`src/rtl/rab_pkg.sv`:
```
package rab_pkg;

  localparam int VIRT_ADDR_WIDTH = 32;
  localparam int PHYS_ADDR_WIDTH = 40;
  localparam int WB_DATA_WIDTH   = 64; // one slice register per word
  localparam int WB_ADDR_WIDTH   = 8;  // word address
  localparam int USER_WIDTH      = 6;
  localparam int REGS_PER_SLICE  = 4;

  typedef logic [VIRT_ADDR_WIDTH-1:0] virt_addr_t;
  typedef logic [PHYS_ADDR_WIDTH-1:0] phys_addr_t;
  typedef logic [WB_DATA_WIDTH-1:0]   wb_data_t;
  typedef logic [WB_ADDR_WIDTH-1:0]   wb_addr_t;
  typedef logic [USER_WIDTH-1:0]      user_t;
  typedef logic [7:0]                 burst_len_t;  // beats minus one
  typedef logic [2:0]                 beat_size_t;  // log2 of bytes per beat

  // register index inside a slice, word address is 4*slice + field
  localparam int SLICE_START  = 0;
  localparam int SLICE_END    = 1;
  localparam int SLICE_OFFSET = 2;
  localparam int SLICE_FLAGS  = 3;

  // bits of the flags register
  localparam int FLAG_EN = 0;
  localparam int FLAG_RD = 1;
  localparam int FLAG_WR = 2;

  typedef enum logic [1:0]
  {
    IDLE,
    DECIDE,
    WAIT_SENT
  } fsm_state_t;

endpackage

```
`src/rtl/rab_cfg_regs.sv`:
```
module rab_cfg_regs
  import rab_pkg::*;
#(
  parameter int N_SLICES = 4
)
(
  input  logic     Clk_CI,
  input  logic     Rst_RBI,
  input  logic     wb_cyc,
  input  logic     wb_stb,
  input  logic     wb_we,
  input  wb_addr_t wb_adr,
  input  wb_data_t wb_dat_w,
  output wb_data_t wb_dat_r,
  output logic     wb_ack,
  output wb_data_t slice_regs [REGS_PER_SLICE*N_SLICES]
);

  localparam int N_REGS = REGS_PER_SLICE * N_SLICES;
  localparam int IDX_W  = $clog2(N_REGS);

  logic             wb_req;
  logic             adr_ok;
  logic [IDX_W-1:0] reg_idx;

  // new cycle only while no ack is pending, so every ack is one cycle wide
  assign wb_req  = wb_cyc & wb_stb & ~wb_ack;
  assign adr_ok  = (wb_adr < wb_addr_t'(N_REGS));
  assign reg_idx = wb_adr[IDX_W-1:0];

  always_ff @(posedge Clk_CI or negedge Rst_RBI)
  begin
    if (!Rst_RBI)
    begin
      wb_ack <= 1'b0;
    end
    else
    begin
      wb_ack <= wb_req;
    end
  end

  // all slices come out of reset disabled
  always_ff @(posedge Clk_CI or negedge Rst_RBI)
  begin
    if (!Rst_RBI)
    begin
      for (int i = 0; i < N_REGS; i++)
      begin
        slice_regs[i] <= '0;
      end
    end
    else if (wb_req && wb_we && adr_ok)
    begin
      slice_regs[reg_idx] <= wb_dat_w; // full word, no byte select
    end
  end

  // master holds the address until ack, so the read path can stay combinational
  always_comb
  begin
    if (adr_ok)
    begin
      wb_dat_r = slice_regs[reg_idx];
    end
    else
    begin
      wb_dat_r = '0; // unmapped words read back as zero
    end
  end

endmodule

```
`src/rtl/rab_port_arbiter.sv`:
```
module rab_port_arbiter
  import rab_pkg::*;
(
  input  logic       Clk_CI,
  input  logic       Rst_RBI,
  input  virt_addr_t p1_addr,
  input  burst_len_t p1_len,
  input  beat_size_t p1_size,
  input  logic       p1_type,
  input  user_t      p1_user,
  input  logic       p1_addr_valid,
  input  virt_addr_t p2_addr,
  input  burst_len_t p2_len,
  input  beat_size_t p2_size,
  input  logic       p2_type,
  input  user_t      p2_user,
  input  logic       p2_addr_valid,
  input  logic       p1_served,
  input  logic       p2_served,
  output logic       select_p1,
  output logic       req_valid,
  output virt_addr_t addr_min,
  output virt_addr_t addr_max,
  output logic       req_write,
  output logic       req_prefetch
);

  logic       prio_p1; // port1 wins a tie when set
  virt_addr_t addr_sel;
  burst_len_t len_sel;
  beat_size_t size_sel;
  user_t      user_sel;
  virt_addr_t align_mask;
  virt_addr_t burst_bytes;

  assign select_p1 = (prio_p1 & p1_addr_valid) | ~p2_addr_valid;
  assign req_valid = p1_addr_valid | p2_addr_valid;

  assign addr_sel  = select_p1 ? p1_addr : p2_addr;
  assign len_sel   = select_p1 ? p1_len  : p2_len;
  assign size_sel  = select_p1 ? p1_size : p2_size;
  assign user_sel  = select_p1 ? p1_user : p2_user;
  assign req_write = select_p1 ? p1_type : p2_type;

  assign req_prefetch = (user_sel == {USER_WIDTH{1'b1}}); // all ones marks a prefetch

  // end address is computed from the beat aligned start
  always_comb
  begin
    case (size_sel)
      3'd1:    align_mask = ~virt_addr_t'(1);
      3'd2:    align_mask = ~virt_addr_t'(3);
      3'd3:    align_mask = ~virt_addr_t'(7);
      default: align_mask = '1;
    endcase
  end

  assign burst_bytes = (virt_addr_t'(len_sel) + virt_addr_t'(1)) << size_sel;
  assign addr_min    = addr_sel;
  assign addr_max    = (addr_sel & align_mask) + burst_bytes - virt_addr_t'(1);

  // priority moves to the other port once a port has been served
  always_ff @(posedge Clk_CI or negedge Rst_RBI)
  begin
    if (!Rst_RBI)
      prio_p1 <= 1'b0;
    else if (p1_served)
      prio_p1 <= 1'b0;
    else if (p2_served)
      prio_p1 <= 1'b1;
  end

endmodule

```
`src/rtl/rab_slice_lookup.sv`:
```
module rab_slice_lookup
  import rab_pkg::*;
#(
  parameter int N_SLICES = 4
)
(
  input  wb_data_t   slice_regs [REGS_PER_SLICE*N_SLICES],
  input  virt_addr_t addr_min,
  input  virt_addr_t addr_max,
  input  logic       req_write,
  output logic       hit,
  output logic       prot,
  output logic       multi_hit,
  output phys_addr_t xlat_addr
);

  logic [N_SLICES-1:0] hit_vec;
  logic [N_SLICES-1:0] prot_vec;
  phys_addr_t          xlat_vec [N_SLICES];

  for (genvar s = 0; s < N_SLICES; s++)
  begin : g_slice
    virt_addr_t start_s;
    virt_addr_t end_s;
    phys_addr_t offset_s;
    wb_data_t   flags_s;

    assign start_s  = slice_regs[REGS_PER_SLICE*s + SLICE_START][VIRT_ADDR_WIDTH-1:0];
    assign end_s    = slice_regs[REGS_PER_SLICE*s + SLICE_END][VIRT_ADDR_WIDTH-1:0];
    assign offset_s = slice_regs[REGS_PER_SLICE*s + SLICE_OFFSET][PHYS_ADDR_WIDTH-1:0];
    assign flags_s  = slice_regs[REGS_PER_SLICE*s + SLICE_FLAGS];

    // whole burst must sit inside the slice
    assign hit_vec[s] = flags_s[FLAG_EN] && (start_s <= addr_min) && (addr_max <= end_s);

    assign prot_vec[s] = hit_vec[s] &&
                         (req_write ? !flags_s[FLAG_WR] : !flags_s[FLAG_RD]);

    assign xlat_vec[s] = phys_addr_t'(addr_min - start_s) + offset_s;
  end

  assign hit  = |hit_vec;
  assign prot = |prot_vec;

  // clearing the lowest set bit leaves something only if two or more slices hit
  assign multi_hit = |(hit_vec & (hit_vec - 1'b1));

  always_comb
  begin
    xlat_addr = '0;
    for (int s = N_SLICES - 1; s >= 0; s--)
    begin
      if (hit_vec[s])
        xlat_addr = xlat_vec[s]; // lowest hitting slice is assigned last
    end
  end

endmodule

```
`src/rtl/rab_fsm.sv`:
```
module rab_fsm
  import rab_pkg::*;
(
  input  logic       Clk_CI,
  input  logic       Rst_RBI,
  input  logic       req_valid,
  input  logic       select_p1,
  input  logic       req_prefetch,
  input  logic       hit,
  input  logic       prot,
  input  logic       multi_hit,
  input  phys_addr_t xlat_addr,
  input  logic       p1_sent,
  input  logic       p2_sent,
  output logic       p1_accept,
  output logic       p1_drop,
  output logic       p2_accept,
  output logic       p2_drop,
  output phys_addr_t out_addr,
  output logic       int_miss,
  output logic       int_prot,
  output logic       int_multi,
  output logic       int_prefetch,
  output logic       p1_served,
  output logic       p2_served
);

  fsm_state_t state_q;
  logic       sel_q; // port owning the burst in flight
  logic       miss;

  assign miss      = !multi_hit && !hit;
  assign p1_served = p1_accept | p1_drop;
  assign p2_served = p2_accept | p2_drop;

  always_ff @(posedge Clk_CI or negedge Rst_RBI)
  begin
    if (!Rst_RBI)
    begin
      state_q      <= IDLE;
      sel_q        <= 1'b0;
      p1_accept    <= 1'b0;
      p1_drop      <= 1'b0;
      p2_accept    <= 1'b0;
      p2_drop      <= 1'b0;
      int_miss     <= 1'b0;
      int_prot     <= 1'b0;
      int_multi    <= 1'b0;
      int_prefetch <= 1'b0;
      out_addr     <= '0;
    end
    else
    begin
      // handshake and interrupt outputs are single cycle pulses
      p1_accept    <= 1'b0;
      p1_drop      <= 1'b0;
      p2_accept    <= 1'b0;
      p2_drop      <= 1'b0;
      int_miss     <= 1'b0;
      int_prot     <= 1'b0;
      int_multi    <= 1'b0;
      int_prefetch <= 1'b0;

      case (state_q)
        IDLE:
        begin
          // a dropped request is still valid during its drop pulse
          if (req_valid && !(p1_served || p2_served))
            state_q <= DECIDE;
        end
        DECIDE:
        begin
          sel_q <= select_p1;
          if (multi_hit || !hit || prot)
          begin
            p1_drop      <= select_p1;
            p2_drop      <= !select_p1;
            int_multi    <= multi_hit;
            int_prefetch <= miss && req_prefetch;
            int_miss     <= miss && !req_prefetch;
            int_prot     <= !multi_hit && hit && prot;
            state_q      <= IDLE;
          end
          else
          begin
            p1_accept <= select_p1;
            p2_accept <= !select_p1;
            out_addr  <= xlat_addr; // held until the next accept
            state_q   <= WAIT_SENT;
          end
        end
        WAIT_SENT:
        begin
          if (sel_q ? p1_sent : p2_sent)
            state_q <= IDLE;
        end
        default: state_q <= IDLE;
      endcase
    end
  end

endmodule

```
`src/rtl/rab_core.sv`:
```
module rab_core
  import rab_pkg::*;
#(
  parameter int N_SLICES = 4
)
(
  input  logic       Clk_CI,
  input  logic       Rst_RBI,
  input  logic       wb_cyc,
  input  logic       wb_stb,
  input  logic       wb_we,
  input  wb_addr_t   wb_adr,
  input  wb_data_t   wb_dat_w,
  output wb_data_t   wb_dat_r,
  output logic       wb_ack,
  input  virt_addr_t p1_addr,
  input  burst_len_t p1_len,
  input  beat_size_t p1_size,
  input  logic       p1_type,
  input  user_t      p1_user,
  input  logic       p1_addr_valid,
  input  logic       p1_sent,
  output logic       p1_accept,
  output logic       p1_drop,
  input  virt_addr_t p2_addr,
  input  burst_len_t p2_len,
  input  beat_size_t p2_size,
  input  logic       p2_type,
  input  user_t      p2_user,
  input  logic       p2_addr_valid,
  input  logic       p2_sent,
  output logic       p2_accept,
  output logic       p2_drop,
  output phys_addr_t out_addr,
  output logic       int_miss,
  output logic       int_prot,
  output logic       int_multi,
  output logic       int_prefetch
);

  wb_data_t   slice_regs [REGS_PER_SLICE*N_SLICES];
  logic       select_p1;
  logic       req_valid;
  virt_addr_t addr_min;
  virt_addr_t addr_max;
  logic       req_write;
  logic       req_prefetch;
  logic       hit;
  logic       prot;
  logic       multi_hit;
  phys_addr_t xlat_addr;
  logic       p1_served;
  logic       p2_served;

  rab_cfg_regs #(
    .N_SLICES ( N_SLICES )
  ) u_cfg_regs (
    .Clk_CI     ( Clk_CI     ),
    .Rst_RBI    ( Rst_RBI    ),
    .wb_cyc     ( wb_cyc     ),
    .wb_stb     ( wb_stb     ),
    .wb_we      ( wb_we      ),
    .wb_adr     ( wb_adr     ),
    .wb_dat_w   ( wb_dat_w   ),
    .wb_dat_r   ( wb_dat_r   ),
    .wb_ack     ( wb_ack     ),
    .slice_regs ( slice_regs )
  );

  rab_port_arbiter u_port_arbiter (
    .Clk_CI        ( Clk_CI        ),
    .Rst_RBI       ( Rst_RBI       ),
    .p1_addr       ( p1_addr       ),
    .p1_len        ( p1_len        ),
    .p1_size       ( p1_size       ),
    .p1_type       ( p1_type       ),
    .p1_user       ( p1_user       ),
    .p1_addr_valid ( p1_addr_valid ),
    .p2_addr       ( p2_addr       ),
    .p2_len        ( p2_len        ),
    .p2_size       ( p2_size       ),
    .p2_type       ( p2_type       ),
    .p2_user       ( p2_user       ),
    .p2_addr_valid ( p2_addr_valid ),
    .p1_served     ( p1_served     ),
    .p2_served     ( p2_served     ),
    .select_p1     ( select_p1     ),
    .req_valid     ( req_valid     ),
    .addr_min      ( addr_min      ),
    .addr_max      ( addr_max      ),
    .req_write     ( req_write     ),
    .req_prefetch  ( req_prefetch  )
  );

  rab_slice_lookup #(
    .N_SLICES ( N_SLICES )
  ) u_slice_lookup (
    .slice_regs ( slice_regs ),
    .addr_min   ( addr_min   ),
    .addr_max   ( addr_max   ),
    .req_write  ( req_write  ),
    .hit        ( hit        ),
    .prot       ( prot       ),
    .multi_hit  ( multi_hit  ),
    .xlat_addr  ( xlat_addr  )
  );

  rab_fsm u_fsm (
    .Clk_CI       ( Clk_CI       ),
    .Rst_RBI      ( Rst_RBI      ),
    .req_valid    ( req_valid    ),
    .select_p1    ( select_p1    ),
    .req_prefetch ( req_prefetch ),
    .hit          ( hit          ),
    .prot         ( prot         ),
    .multi_hit    ( multi_hit    ),
    .xlat_addr    ( xlat_addr    ),
    .p1_sent      ( p1_sent      ),
    .p2_sent      ( p2_sent      ),
    .p1_accept    ( p1_accept    ),
    .p1_drop      ( p1_drop      ),
    .p2_accept    ( p2_accept    ),
    .p2_drop      ( p2_drop      ),
    .out_addr     ( out_addr     ),
    .int_miss     ( int_miss     ),
    .int_prot     ( int_prot     ),
    .int_multi    ( int_multi    ),
    .int_prefetch ( int_prefetch ),
    .p1_served    ( p1_served    ),
    .p2_served    ( p2_served    )
  );

endmodule

```
`config.mk`:
```
export PLATFORM = sky130hd
export DESIGN_NAME = rab_core
export DESIGN_NICKNAME = d
export VERILOG_FILES = /design/src/rtl/rab_pkg.sv /design/src/rtl/rab_cfg_regs.sv /design/src/rtl/rab_port_arbiter.sv /design/src/rtl/rab_slice_lookup.sv /design/src/rtl/rab_fsm.sv /design/src/rtl/rab_core.sv
export SDC_FILE = /design/constraint.sdc
export NUM_CORES = 2
export LEC_CHECK = 0
export ABC_AREA = 0
export BUFFER_PORTS_ARGS = -buffer_cell sky130_fd_sc_hd__buf_2
export CAP_MARGIN = 20
export CORE_ASPECT_RATIO = 1.75
export CORE_UTILIZATION = 45
export DETAILED_ROUTE_END_ITERATION = 7
export GPL_TIMING_DRIVEN = 0
export HOLD_SLACK_MARGIN = 0.03
export PLACE_DENSITY = 0.66
export SETUP_SLACK_MARGIN = 0.02
export SYNTH_ARGS = -nofsm -noshare
export SYNTH_HDL_FRONTEND = slang
export SYNTH_SLANG_ARGS = --single-unit
```
`constraint.sdc`:
```
create_clock -name Clk_CI -period 7.5 [get_ports Clk_CI]
set_input_delay 0.375 -clock Clk_CI [delete_from_list [all_inputs] [get_ports Clk_CI]]
set_output_delay 0.375 -clock Clk_CI [all_outputs]
set_load 0.05 [all_outputs]
```
==> results.py <==
metrics = {
    "clock_network": {
        "cts_buffers": 99,
        "cts_tree": "yes",
        "path_clk_slew_ns": 0.08,
        "htreeDepth": 3,
        "cts.sink_count": 1077,
        "clockBufferDepth": 3,
        "root_buffer": "clkbuf_16",
        "clk_latency_ns": 0.80,
    },
    "critical_path": {
        "crit_arrival_ns": 9.75,
        "r2r_start": "u_port_arbiter.prio_p1",
        "crit_fanout": 10,
        "crit_family": "compound AO/OA/AOI/OAI gates",
        "cp.depth": 41,
        "critPathKind": "flop to flop",
        "cp.required_ns": 8.15,
        "worstReg2RegEnd": "u_fsm.out_addr[21]",
        "slowest_delay_ns": 0.59,
        "crit_slowest_cell": "or4_1",
        "r2r_cells": 41,
        "worstSetupEndpointType": "flop",
        "r2r_setup_slack_ns": -1.60,
        "cpMostUsedCell": "buf_4",
        "crit_buf_inv": 9,
        "start_kind": "flop",
    },
    "die": {
        "die_area_um2": 155800,
        "rows": 190,
        "io-pin-count": 294,
        "dieHeight_um": 521.3,
        "die_w_um": 298.8,
        "core_region_area_um2": 153100,
        "initial_core_util_pct": 45.30,
    },
    "timing": {
        "hold_violations": 0,
        "clock_skew_ns": 0.1020,
        "setup_viol": 49,
        "slew_viol_final": 0,
        "min_period_over_period_pct": 121.3,
        "timing.fmax_mhz": 109.9,
        "hold_ws_ns": 0.09958,
        "rsz0062_at_grt": "yes",
        "worstMarginPinSlew_ns": 1.287,
        "post-route-min-period_ns": 9.099,
        "setup_ws_ns": -1.599,
        "slew_headroom_pct": 14.17,
    },
    "global_routing": {
        "grt_pass1_vias": 55110,
        "grt_start_max_net_pins": 184,
        "grt_pass1_wl_um": 387500,
        "track_usage_pct": 34.78,
        "grt_overflow": 0,
        "antenna_found_initial": 19,
    },
    "route": {
        "routed.top_layer": "met5",
        "wl_um": 274000,
        "drtIter0Drc": 4851,
        "first_pass_iters": 5,
        "remaining_drc_errors": 0,
        "wl_met2_um": 130600,
        "viasPerCell": 6.210,
        "wirelength_met1_um": 96810,
        "vias": 54210,
        "route.met3.wl_um": 17300,
        "ant_nets": 0,
        "route.detailed.wl_per_inst_um": 31.38,
    },
    "yosys": {
        "synth_ff_type": "dfrtp_1",
        "synth_area_leader_cell": "dfrtp_1",
        "synthTopCellsByArea": "dfrtp_1 (39%), mux2_2 (16%), mux4_2 (10%)",
        "postSynthCellCount": 6026,
        "synth-seq-cells": 1077,
        "synth_fp_nets": 6675,
        "yosys_warnings": 0,
        "postSynthAreaPerCell_um2": 11.51,
        "synth_top_area_share_pct": 38.86,
        "synthArstFlopShare_pct": 100.0,
        "yosysUniqueCellTypes": 88,
        "synth-seq-area-share_pct": 38.86,
        "synth-edff-count": 0,
        "syn_area_um2": 69350,
    },
    "finish": {
        "nets": 7270,
        "fill_cells": 13370,
        "largest_register": "u_cfg_regs.slice_regs",
        "largestRegisters": "u_cfg_regs.slice_regs: 1024 flops, u_fsm.out_addr: 40 flops, u_fsm.state_q: 2 flops",
        "largest_reg_flops": 1024,
        "layout-drive-gt1-share_pct": 32.72,
        "area_delta_synth_final_pct": 16.46,
    },
    "min_path": {
        "holdPathEnd": "u_fsm.int_miss",
        "hp-start": "p1_user[0]",
        "hp-class": "primary input to flop",
        "holdPathStages": 3,
    },
    "status": {
        "violations": "negative setup slack",
        "status": "finished, violations left",
    },
    "power": {
        "p_leak_nw": 38.50,
        "power_density_nw_per_um2": 224.8,
        "vdd_drop_max_mv": 0.2078,
    },
    "job": {
        "drv_cap": 0,
    },
    "placement": {
        "gp_congestion": 1.036,
        "port_buffers": 289,
        "dpl_worst_slack_ns": -6.561,
        "dp_hpwl_um": 212900,
    },
}
==> layout by cell type (no fill, tap or decap), types with 198 or more instances in the layout <==
cell type / synthesis / routed
clkbuf_1: 259 / 252
a21o_1: 198 / 198
inv_1: 384 / 378
dfrtp_1: 1077 / 1076
nor2_1: 209 / 199
nand2_1: 281 / 240
ha_1: 459 / 450
buf_2: 12 / 301
mux4_2: 320 / 320
mux2_2: 999 / 999
a21oi_1: 325 / 311
==> kinds of logic after synthesis <==
logic type                 share of synthesized area (%)
and+or+nand+nor                                    6.861
muxes                                              27.62
xor gates and xnor gates                           3.448
adders and majority gates                          8.541
AOI/OAI and AO/OA                                  10.84
DFF                                                38.86
buffers and inverters                              3.837
==> through the flow <==
| stage | util, % | total power [W] | setup TNS, ns | std cells | instance area (um^2) |
|---|---|---|---|---|---|
| after floorplan | - | 0.009988 | 0 | 6026 | 69450 |
| after global placement | 47.95 | 0.01196 | - | 8331 | 73410 |
| after detailed placement | 48.58 | 0.01214 | -284.42 | 8384 | 74380 |
| after CTS | 52.07 | 0.01791 | -64.82 | 8679 | 79720 |
| after global routing | 52.75 | 0.01891 | -73.73 | 8725 | 80760 |
| final | 52.76 | 0.01816 | -70.60 | 8730 | 80770 |
==> repair_timing <==
action	4_1_cts	5_1_grt
pin swaps	45	62
hold buffers	69	0
hold endpoints to repair	528	0
setup endpoints to repair	49	49
resized for setup	193	153
buffers inserted	42	28
gates cloned	1	5
==> how the worst max path moves through the flow <==
stage	slack, ns	to	from
floorplan	0.04	u_fsm.out_addr[11]	p1_addr_valid
global placement	-17.24	u_cfg_regs.slice_regs[112]	Rst_RBI
detailed placement	-6.56	u_fsm.out_addr[24]	u_port_arbiter.prio_p1
CTS	-1.43	u_fsm.out_addr[17]	u_port_arbiter.prio_p1
global route	-1.61	u_fsm.out_addr[12]	u_port_arbiter.prio_p1
finish	-1.60	u_fsm.out_addr[21]	u_port_arbiter.prio_p1
==> cell usage after synthesis, types with 45 or more instances <==
master / n
a211oi_1: 45
a21o_1: 198
a21oi_1: 325
clkbuf_1: 259
dfrtp_1: 1077
ha_1: 459
inv_1: 384
mux2_2: 999
mux2i_1: 59
mux4_2: 320
nand2_1: 281
nand3_1: 77
nand4_1: 56
nor2_1: 209
nor2b_1: 120
nor3_1: 54
o21a_1: 65
o21ai_0: 225
xnor2_1: 190
xor2_1: 83
==> power by group <==
part / internal (W) / switching [W] / total, W
sequential: 0.00590 / 0.0000873 / 0.00598
combinational: 0.00254 / 0.00414 / 0.00669
clock: 0.00301 / 0.00248 / 0.00549
total: 0.0114 / 0.00671 / 0.0182
==> layer usage <==
layer	global-route usage, %	up-vias
met5	0	-
li1	-	23380
met1	38.92	27490
met3	5.536	876
met4	31.40	12
met2	57.14	2449
==> tightest hold or removal path, cell delays in order <==
cell and delay, ns:
buf_2 0.08, a41oi_1 0.23, and4_1 0.17
==> final cells by class <==
| class | count | area, um^2 | share of cell area (%) |
|---|---|---|---|
| Clock buffer | 135 | 2814 | 3.484 |
| Inverter | 385 | 1458 | 1.805 |
| Multi-Input combinational cell | 4255 | 40950 | 50.70 |
| Timing Repair Buffer | 500 | 4033 | 4.993 |
| Tap cell | 2016 | 2522 | 3.123 |
| Sequential cell | 1077 | 26950 | 33.37 |
| Buffer | 303 | 1353 | 1.675 |
| Clock inverter | 50 | 665.6 | 0.8241 |
| Antenna cell | 9 | 22.52 | 0.02788 |
Power figures use the tool's default switching activity.
